--- config.mk ---
export PLATFORM = sky130hd
export DESIGN_NAME = controlUnit
export DESIGN_NICKNAME = d
export VERILOG_FILES = /design/src/common/controlPkg.sv /design/src/rtl/controlEncoder.sv /design/src/rtl/controlUnit.sv /design/src/rtl/instrDecoder.sv /design/src/sequencer/controlSequencer.sv
export SDC_FILE = /design/constraint.sdc
export NUM_CORES = 1
export LEC_CHECK = 0
export ABC_AREA = 1
export ABC_CLOCK_PERIOD_IN_PS = 2200
export BUFFER_PORTS_ARGS = -buffer_cell sky130_fd_sc_hd__buf_2
export CORE_ASPECT_RATIO = 1.5
export CORE_MARGIN = 2
export CORE_UTILIZATION = 25
export CTS_BUF_LIST = sky130_fd_sc_hd__clkbuf_8 sky130_fd_sc_hd__clkbuf_16
export CTS_CLUSTER_SIZE = 8
export DETAILED_ROUTE_END_ITERATION = 10
export GPL_ROUTABILITY_DRIVEN = 0
export SLEW_MARGIN = 40
export SYNTH_ARGS = -nofsm -noshare
export SYNTH_HDL_FRONTEND = slang
export SYNTH_SLANG_ARGS = --single-unit
export TNS_END_PERCENT = 20
--- constraint.sdc ---
create_clock -name clk -period 2.2 [get_ports clk]
set_input_delay 0.33 -clock clk [delete_from_list [all_inputs] [get_ports clk]]
set_output_delay 0.33 -clock clk [all_outputs]
set_load 0.02 [all_outputs]
--- src/common/controlPkg.sv ---
`default_nettype none

package controlPkg;

	//**************************************************************************
	// instruction word fields
	//**************************************************************************
	localparam int opcodeLsb   = 0;
	localparam int funct3Lsb   = 12;
	localparam int funct7Lsb   = 25;
	localparam int opcodeWidth = 7;
	localparam int funct3Width = 3;
	localparam int funct7Width = 7;

	// major opcodes
	localparam logic [6:0] opR      = 7'b0110011;
	localparam logic [6:0] opImm    = 7'b0010011;
	localparam logic [6:0] opBranch = 7'b1100011;
	localparam logic [6:0] opJalr   = 7'b1100111;
	localparam logic [6:0] opLui    = 7'b0110111;
	localparam logic [6:0] opLoad   = 7'b0000011;
	localparam logic [6:0] opStore  = 7'b0100011;
	localparam logic [6:0] opJal    = 7'b1101111;
	localparam logic [6:0] opSystem = 7'b1110011;

	localparam logic [2:0] funct3AddSub = 3'b000;	// add, sub, addi
	localparam logic [2:0] funct3Slt    = 3'b010;	// slt, slti
	localparam logic [2:0] funct3And    = 3'b111;
	localparam logic [2:0] funct3Beq    = 3'b000;
	localparam logic [2:0] funct3Bne    = 3'b001;
	localparam logic [2:0] funct3Blt    = 3'b100;
	localparam logic [2:0] funct3Bge    = 3'b101;
	localparam logic [2:0] funct3Double = 3'b011;	// ld and sd
	localparam logic [2:0] funct3Jalr   = 3'b000;

	localparam logic [6:0] funct7Base = 7'b0000000;
	localparam logic [6:0] funct7Sub  = 7'b0100000;

	//**************************************************************************
	// decoded class and sequencer state
	//**************************************************************************
	// 17 classes so one bit more than a nibble
	typedef enum logic [4:0] {
		clsAdd, clsSub, clsAnd, clsSlt,
		clsAddi, clsSlti,
		clsBeq, clsBne, clsBge, clsBlt,
		clsLui, clsLd, clsSd,
		clsJal, clsJalr,
		clsBreak, clsNone
	} instrClass_e;

	typedef enum logic [4:0] {
		stReset, stFetch, stDecode,
		stAluExec, stRegWrite,
		stCompare, stLessOne, stLessZero, stBranchTaken,
		stLoadAddr, stLoadWrite,
		stStoreAddr, stStoreWrite,
		stJalLink, stJalrAddr, stJalrJump, stJumpDone,
		stHalt
	} ctrlState_e;

	//**************************************************************************
	// datapath selectors
	//**************************************************************************
	typedef enum logic [2:0] {
		aluNone    = 3'd0,
		aluAdd     = 3'd1,
		aluSub     = 3'd2,
		aluAnd     = 3'd3,
		aluCompare = 3'd6
	} aluOp_e;

	typedef enum logic [1:0] {srcAPc, srcARegA, srcAZero} srcASel_e;
	typedef enum logic [1:0] {srcBFour, srcBRegB, srcBImm} srcBSel_e;
	typedef enum logic [2:0] {wbAluOut, wbMem, wbPc, wbZero, wbOne} wbSel_e;
	typedef enum logic [2:0] {immNone, immI, immB, immU, immS, immJ} immKind_e;
	typedef enum logic {pcAlu, pcAluOut} pcSel_e;

	// one control word per cycle
	typedef struct packed {
		logic     pcWrite;
		logic     instrWrite;
		logic     regAWrite;
		logic     regBWrite;
		logic     aluOutWrite;
		logic     regFileWrite;
		logic     mem64Write;
		aluOp_e   aluOp;
		srcASel_e srcA;
		srcBSel_e srcB;
		wbSel_e   wbSel;
		immKind_e immKind;
		pcSel_e   pcSel;
	} ctrlWord_t;

	typedef struct packed {
		logic equal;
		logic less;	// signed a < b from the compare
	} aluFlags_t;

endpackage

`default_nettype wire

--- src/rtl/controlEncoder.sv ---
`default_nettype none
`timescale 1ns/1ps

module controlEncoder (
	input  controlPkg::ctrlState_e  state,
	input  controlPkg::instrClass_e heldClass,
	output controlPkg::ctrlWord_t   ctrl
);
	import controlPkg::*;

	always_comb
	begin
		ctrl = '0;	// all strobes low and selectors at zero
		case (state)
			stFetch:
			begin
				ctrl.pcWrite     = 1'b1;
				ctrl.instrWrite  = 1'b1;
				ctrl.aluOutWrite = 1'b1;
				ctrl.aluOp       = aluAdd;	// pc + 4
			end
			stDecode:
			begin
				ctrl.regAWrite = 1'b1;
				ctrl.regBWrite = 1'b1;
				case (heldClass)
					clsBeq, clsBne, clsBge, clsBlt:
						ctrl.immKind = immB;
					clsJal:
						ctrl.immKind = immJ;
					clsJalr:
						ctrl.immKind = immI;
					default:
						ctrl.immKind = immNone;
				endcase
				// jump and branch target from pc and immediate
				if (ctrl.immKind != immNone)
				begin
					ctrl.aluOp       = aluAdd;
					ctrl.srcA        = srcAPc;
					ctrl.srcB        = srcBImm;
					ctrl.aluOutWrite = 1'b1;
				end
			end

			//******************************************************************
			// arithmetic and compare
			//******************************************************************
			stAluExec:
			begin
				ctrl.aluOutWrite = 1'b1;
				ctrl.srcA        = srcARegA;
				ctrl.srcB        = srcBRegB;
				case (heldClass)
					clsSub:
						ctrl.aluOp = aluSub;
					clsAnd:
						ctrl.aluOp = aluAnd;
					clsAddi:
					begin
						ctrl.aluOp   = aluAdd;
						ctrl.srcB    = srcBImm;
						ctrl.immKind = immI;
					end
					clsLui:
					begin
						ctrl.aluOp   = aluAdd;	// 0 + upper immediate
						ctrl.srcA    = srcAZero;
						ctrl.srcB    = srcBImm;
						ctrl.immKind = immU;
					end
					default:
						ctrl.aluOp = aluAdd;
				endcase
			end
			stRegWrite:
			begin
				ctrl.regFileWrite = 1'b1;
				ctrl.wbSel        = wbAluOut;
			end
			stCompare:
			begin
				ctrl.aluOp = aluCompare;	// flags valid this cycle
				ctrl.srcA  = srcARegA;
				ctrl.srcB  = srcBRegB;
				case (heldClass)
					clsSlti:
					begin
						ctrl.srcB    = srcBImm;
						ctrl.immKind = immI;
					end
					clsBeq, clsBne, clsBge, clsBlt:
						ctrl.immKind = immB;
					default:
						ctrl.immKind = immNone;
				endcase
			end
			stLessOne:
			begin
				ctrl.regFileWrite = 1'b1;
				ctrl.wbSel        = wbOne;
			end
			stLessZero:
			begin
				ctrl.regFileWrite = 1'b1;
				ctrl.wbSel        = wbZero;
			end
			stBranchTaken:
			begin
				ctrl.pcWrite = 1'b1;
				ctrl.pcSel   = pcAluOut;	// target from decode
			end

			//******************************************************************
			// memory and jumps
			//******************************************************************
			stLoadAddr, stStoreAddr:
			begin
				ctrl.aluOp       = aluAdd;	// rs1 + offset
				ctrl.srcA        = srcARegA;
				ctrl.srcB        = srcBImm;
				ctrl.aluOutWrite = 1'b1;
				ctrl.immKind     = (state == stStoreAddr) ? immS : immI;
			end
			stLoadWrite:
			begin
				ctrl.regFileWrite = 1'b1;
				ctrl.wbSel        = wbMem;
			end
			stStoreWrite:
				ctrl.mem64Write = 1'b1;
			stJalLink:
			begin
				ctrl.regFileWrite = 1'b1;
				ctrl.wbSel        = wbPc;	// link the return address
				ctrl.pcWrite      = 1'b1;
				ctrl.pcSel        = pcAluOut;
			end
			stJalrAddr:
			begin
				ctrl.aluOp        = aluAdd;
				ctrl.srcA         = srcARegA;
				ctrl.srcB         = srcBImm;
				ctrl.immKind      = immI;
				ctrl.aluOutWrite  = 1'b1;
				ctrl.regFileWrite = 1'b1;
				ctrl.wbSel        = wbPc;
			end
			stJalrJump:
			begin
				ctrl.pcWrite = 1'b1;
				ctrl.pcSel   = pcAluOut;
			end
			default:
				ctrl = '0;	// reset, jump done and halt
		endcase
	end

endmodule

`default_nettype wire

--- src/rtl/controlUnit.sv ---
`default_nettype none
`timescale 1ns/1ps

module controlUnit (
	input  logic                  clk,
	input  logic                  rst_n,
	input  logic [31:0]           instruction,
	input  controlPkg::aluFlags_t flags,
	output controlPkg::ctrlWord_t ctrl
);
	import controlPkg::*;

	instrClass_e instClass;	// straight from the decoder
	instrClass_e heldClass;
	ctrlState_e  state;

	instrDecoder decoder_i (
		.instruction (instruction),
		.instClass   (instClass)
	);

	controlSequencer sequencer_i (
		.clk       (clk),
		.rst_n     (rst_n),
		.instClass (instClass),
		.flags     (flags),
		.state     (state),
		.heldClass (heldClass)
	);

	controlEncoder encoder_i (
		.state     (state),
		.heldClass (heldClass),
		.ctrl      (ctrl)
	);

endmodule

`default_nettype wire

--- src/rtl/instrDecoder.sv ---
`default_nettype none
`timescale 1ns/1ps

module instrDecoder (
	input  logic [31:0]             instruction,
	output controlPkg::instrClass_e instClass
);
	import controlPkg::*;

	logic [opcodeWidth-1:0] opcode;
	logic [funct3Width-1:0] funct3;
	logic [funct7Width-1:0] funct7;

	assign opcode = instruction[opcodeLsb +: opcodeWidth];
	assign funct3 = instruction[funct3Lsb +: funct3Width];
	assign funct7 = instruction[funct7Lsb +: funct7Width];

	always_comb
	begin
		instClass = clsNone;	// unknown words fall back to fetch
		case (opcode)
			opR:
			begin
				case (funct3)
					funct3AddSub:
					begin
						if (funct7 == funct7Base)
							instClass = clsAdd;
						else if (funct7 == funct7Sub)
							instClass = clsSub;
					end
					funct3Slt:
						instClass = clsSlt;	// funct7 not checked
					funct3And:
						instClass = clsAnd;
					default:
						instClass = clsNone;
				endcase
			end
			opImm:
			begin
				if (funct3 == funct3AddSub)
					instClass = clsAddi;
				else if (funct3 == funct3Slt)
					instClass = clsSlti;	// shifts are not supported
			end
			opBranch:
			begin
				case (funct3)
					funct3Beq:
						instClass = clsBeq;
					funct3Bne:
						instClass = clsBne;
					funct3Blt:
						instClass = clsBlt;
					funct3Bge:
						instClass = clsBge;
					default:
						instClass = clsNone;
				endcase
			end
			opJalr:
			begin
				if (funct3 == funct3Jalr)
					instClass = clsJalr;
			end
			opLoad:
			begin
				if (funct3 == funct3Double)
					instClass = clsLd;	// only the 64-bit load
			end
			opStore:
			begin
				if (funct3 == funct3Double)
					instClass = clsSd;
			end
			opLui:
				instClass = clsLui;
			opJal:
				instClass = clsJal;
			opSystem:
				instClass = clsBreak;	// any system word halts
			default:
				instClass = clsNone;
		endcase
	end

endmodule

`default_nettype wire

--- src/sequencer/controlSequencer.sv ---
`default_nettype none
`timescale 1ns/1ps

module controlSequencer (
	input  logic                    clk,
	input  logic                    rst_n,
	input  controlPkg::instrClass_e instClass,
	input  controlPkg::aluFlags_t   flags,
	output controlPkg::ctrlState_e  state,
	output controlPkg::instrClass_e heldClass
);
	import controlPkg::*;

	ctrlState_e  nextState;
	instrClass_e classReg;
	logic        branchTaken;

	//**************************************************************************
	// state and class registers
	//**************************************************************************
	always_ff @(posedge clk or posedge rst_n)
	begin
		if (rst_n)
			state <= stReset;
		else
			state <= nextState;
	end

	always_ff @(posedge clk or posedge rst_n)
	begin
		if (rst_n)
			classReg <= clsNone;
		else if (state == stDecode)
			classReg <= instClass;	// instruction free to change after decode
	end

	// live class during decode so the encoder sees it in the same cycle
	assign heldClass = (state == stDecode) ? instClass : classReg;

	// branch rule on the compare flags
	always_comb
	begin
		case (classReg)
			clsBeq:
				branchTaken = flags.equal;
			clsBne:
				branchTaken = ~flags.equal;
			clsBlt:
				branchTaken = flags.less;
			clsBge:
				branchTaken = ~flags.less;
			default:
				branchTaken = 1'b0;
		endcase
	end

	//**************************************************************************
	// next state
	//**************************************************************************
	always_comb
	begin
		nextState = stFetch;
		case (state)
			stReset:
				nextState = stFetch;
			stFetch:
				nextState = stDecode;
			stDecode:
			begin
				case (instClass)
					clsAdd, clsSub, clsAnd, clsAddi, clsLui:
						nextState = stAluExec;
					clsSlt, clsSlti, clsBeq, clsBne, clsBge, clsBlt:
						nextState = stCompare;
					clsLd:
						nextState = stLoadAddr;
					clsSd:
						nextState = stStoreAddr;
					clsJal:
						nextState = stJalLink;
					clsJalr:
						nextState = stJalrAddr;
					clsBreak:
						nextState = stHalt;
					default:
						nextState = stFetch;	// unknown opcode
				endcase
			end
			stAluExec:
				nextState = stRegWrite;
			stCompare:
			begin
				case (classReg)
					clsSlt, clsSlti:
					begin
						if (flags.less)
							nextState = stLessOne;
						else
							nextState = stLessZero;
					end
					default:
					begin
						if (branchTaken)
							nextState = stBranchTaken;
						else
							nextState = stFetch;	// not taken saves a cycle
					end
				endcase
			end
			stLoadAddr:
				nextState = stLoadWrite;
			stStoreAddr:
				nextState = stStoreWrite;
			stJalLink:
				nextState = stJumpDone;
			stJalrAddr:
				nextState = stJalrJump;
			stJalrJump:
				nextState = stJumpDone;
			stHalt:
				nextState = stHalt;	// left only through reset
			default:
				nextState = stFetch;
		endcase
	end

endmodule

`default_nettype wire

==> results.ini <==
[run_status]
status = finished with violations
failed_checks = negative setup slack

[placement]
portBuffers = 41
hpwl_mm = 4.20

[synthesis]
synthArstFlopShare_pct = 100
syn_area_um2 = 1720
syn_inst = 290
ys.flop_type = dfrtp_1
avgSynthCellArea_um2 = 5.93
yosys_register_bits = 10
yosysUniqueCellTypes = 37
syn_nets = 331
synth_edf_count = 0
seq_area_frac_synth_pct = 14.6
yosysWarnings = 0

[clock_tree]
cts_buffers = 3
cts-root-buf = clkbuf_8
hold_buffers = 0
clk_pin_slew_ps = 50
clk_latency_ps = 240
h-tree-depth = 1
clockBufferDepth = 2
cts_sinks = 10
cts_tree = yes

[route]
drc = 0
first_iter_violations = 82
routed_wirelength_mm = 5.19
ant_nets = 0
first_pass_iters = 4
wire_per_inst_um = 11.5
dr_total_vias = 2109
vias_per_cell = 4.66

[sta]
rsz0062_at_grt = yes
relSlewSlack_pct = 71.1
setup_tns_ps = -1580
finalCritPeriodShare_pct = 110
setup_slack_ps = -222
fmax_mhz = 413
fin_crit_ps = 2420
hold_viol = 0
setup_viol = 10
fin_skew_ps = 1.81
worst_pin_slew_ps = 434
drv_slew = 0

[global_routing]
grt_pass1_wl_mm = 8.29
grt_pass1_vias = 2035
overflow = 0
antenna_found_initial = 0
grt_max_degree = 11
track_usage_pct = 13.4

[die]
initial_core_util_pct = 25.4
io_pins = 57
fp-row-count = 37
core-area_um2 = 6760
dieArea_um2 = 7570
die_w_um = 71.7
die_y_um = 106

[layout]
fin_nets = 417
drive_gt1_share_pct = 46.7
register_area_um2 = 251
diodes = 0
multi_input_area_um2 = 1420
syn_to_final_growth_pct = 52.2
fillerInstances = 727

[worst_setup_path]
slowest_delay_ps = 380
crit_fanout = 7
cp-start-kind = flop
path_cells = nor2_1, inv_1, nor2_4, buf_12, nand3_1, nand2_4, nor2_4, nand3_2, nand2_2, buf_4, o21ai_2, buf_6
arrival_ps = 2090
cp_common_cell = nor2_4
slowest_stage = dfrtp_1
required_ps = 1870
endpoint_kind = output port
critPathKind = reg -> out

[power_and_ir_drop]
ir_drop_uv = 279
total_power_w = 0.00199
p_leak_nw = 1.42
p_per_area_nw_per_um2 = 759

[flow_run]
drv_cap = 0

[worst_hold_path]
hold_class = in -> async

-- where the power goes --
group / internal (W) / leakage, nW / switching [W]
Clock: 0.000123 / 0.0269 / 0.0000826
Combinational: 0.000649 / 1.26 / 0.000860
Sequential: 0.000233 / 0.131 / 0.0000371
Total: 0.00101 / 1.42 / 0.000980
-- layer usage --
layer  vias up  global-route usage [%]  share of wire, %
met5         -                       0                 0
met4         0                    5.66               4.5
met3        21                    1.05               3.6
met2        61                    27.6                56
met1       943                    12.9                36
li1       1084                       -                 -
-- logic make-up (layout without fill, tap and decap cells) --
group	after synthesis	count (layout)	synth area share (%)
simple gates	194	194	58.4
buf+inv	52	137	12.2
compound gates	27	27	10.1
flops	10	10	14.6
fa+ha+maj	5	5	3.64
xor+xnor	2	2	1.02
-- cell type report --
type	instances	share of cell area [%]
multi-input combinational	228	54.1
timing repair buffer	84	23.7
sequential	10	9.61
inverter	49	7.13
tap	78	3.73
clock buffer	3	1.58
clock inverter	1	0.143
-- synthesized netlist by cell type (all sizes together) (2+ instances only) --
| cell | n | area [µm²] |
|---|---|---|
| nand2 | 85 | 417 |
| nor2 | 60 | 289 |
| inv | 49 | 184 |
| nand3 | 31 | 190 |
| dfrtp | 9 | 225 |
| o21ai | 8 | 43.8 |
| a21oi | 7 | 38.8 |
| nor3 | 6 | 30.0 |
| ha | 5 | 62.6 |
| o31ai | 4 | 30.0 |
| or2 | 4 | 25.0 |
| buf | 3 | 26.3 |
| nand4 | 3 | 18.8 |
| nor4 | 2 | 12.5 |
| o211ai | 2 | 15.0 |
| xnor2 | 2 | 17.5 |
-- worst paths after layout --
| kind | start | endpoint | slack [ps] | cells past startpoint |
|---|---|---|---|---|
| max in group asynchronous | rst_n | sequencer_i.classReg[4] | 1790 | 2 |
| min in group clk | flags[0] | sequencer_i.state[0] | 510 | 4 |
| max | sequencer_i.state[2] | ctrl[7] | -220 | 12 |
| min | rst_n | sequencer_i.classReg[0] | 80 | 2 |
| min reg2reg | sequencer_i.classReg[3] | sequencer_i.classReg[3] | 650 | 2 |
| max reg2reg | sequencer_i.state[1] | sequencer_i.state[2] | 370 | 10 |
-- cells in the final DEF, fill, tap and decap left out, drive strengths merged, types with 3 or more instances in the layout --
cell | netlist | layout
nand3 | 31 | 31
clkbuf | 0 | 3
o21ai | 8 | 8
inv | 49 | 50
or2 | 4 | 4
a21oi | 7 | 7
nand4 | 3 | 3
dfrtp | 9 | 9
nor2 | 60 | 60
nor3 | 6 | 6
nand2 | 85 | 85
buf | 3 | 84
ha | 5 | 5
o31ai | 4 | 4
-- registers in the layout (all words and copies together) (netlist names) --
register	cells
sequencer_i.classReg	5
sequencer_i.state	5
-- through the flow --
step           utilization, %  instances  worst slack, ps  instance area (µm²)  hold slack [ps]
6_report                 38.7        453             -222                 2620             76.5
5_1_grt                  38.7        453             -319                 2620              122
4_1_cts                  36.8        452             -213                 2490              103
3_5_place_dp             33.8        441             -143                 2280              354
3_3_place_gp             33.8        441             -122                 2280              346
2_1_floorplan               -        290             8.13                 1720              169
-- worst max-delay path: cells and delay by family, from the launching register on --
kind / cells / cell delay [ps]
simple gates: 7 / 810
buf+inv: 4 / 510
flops: 1 / 380
compound gates: 1 / 140
-- timing repair --
| action | in CTS | in global routing |
|---|---|---|
| endpoints found under the setup margin | 10 | 11 |
| pin swaps | 15 | 21 |
| gates cloned | 1 | 0 |
| setup buffers | 6 | 2 |
| gates resized for setup | 25 | 34 |
Note: power is estimated with default switching activity, not from simulation.
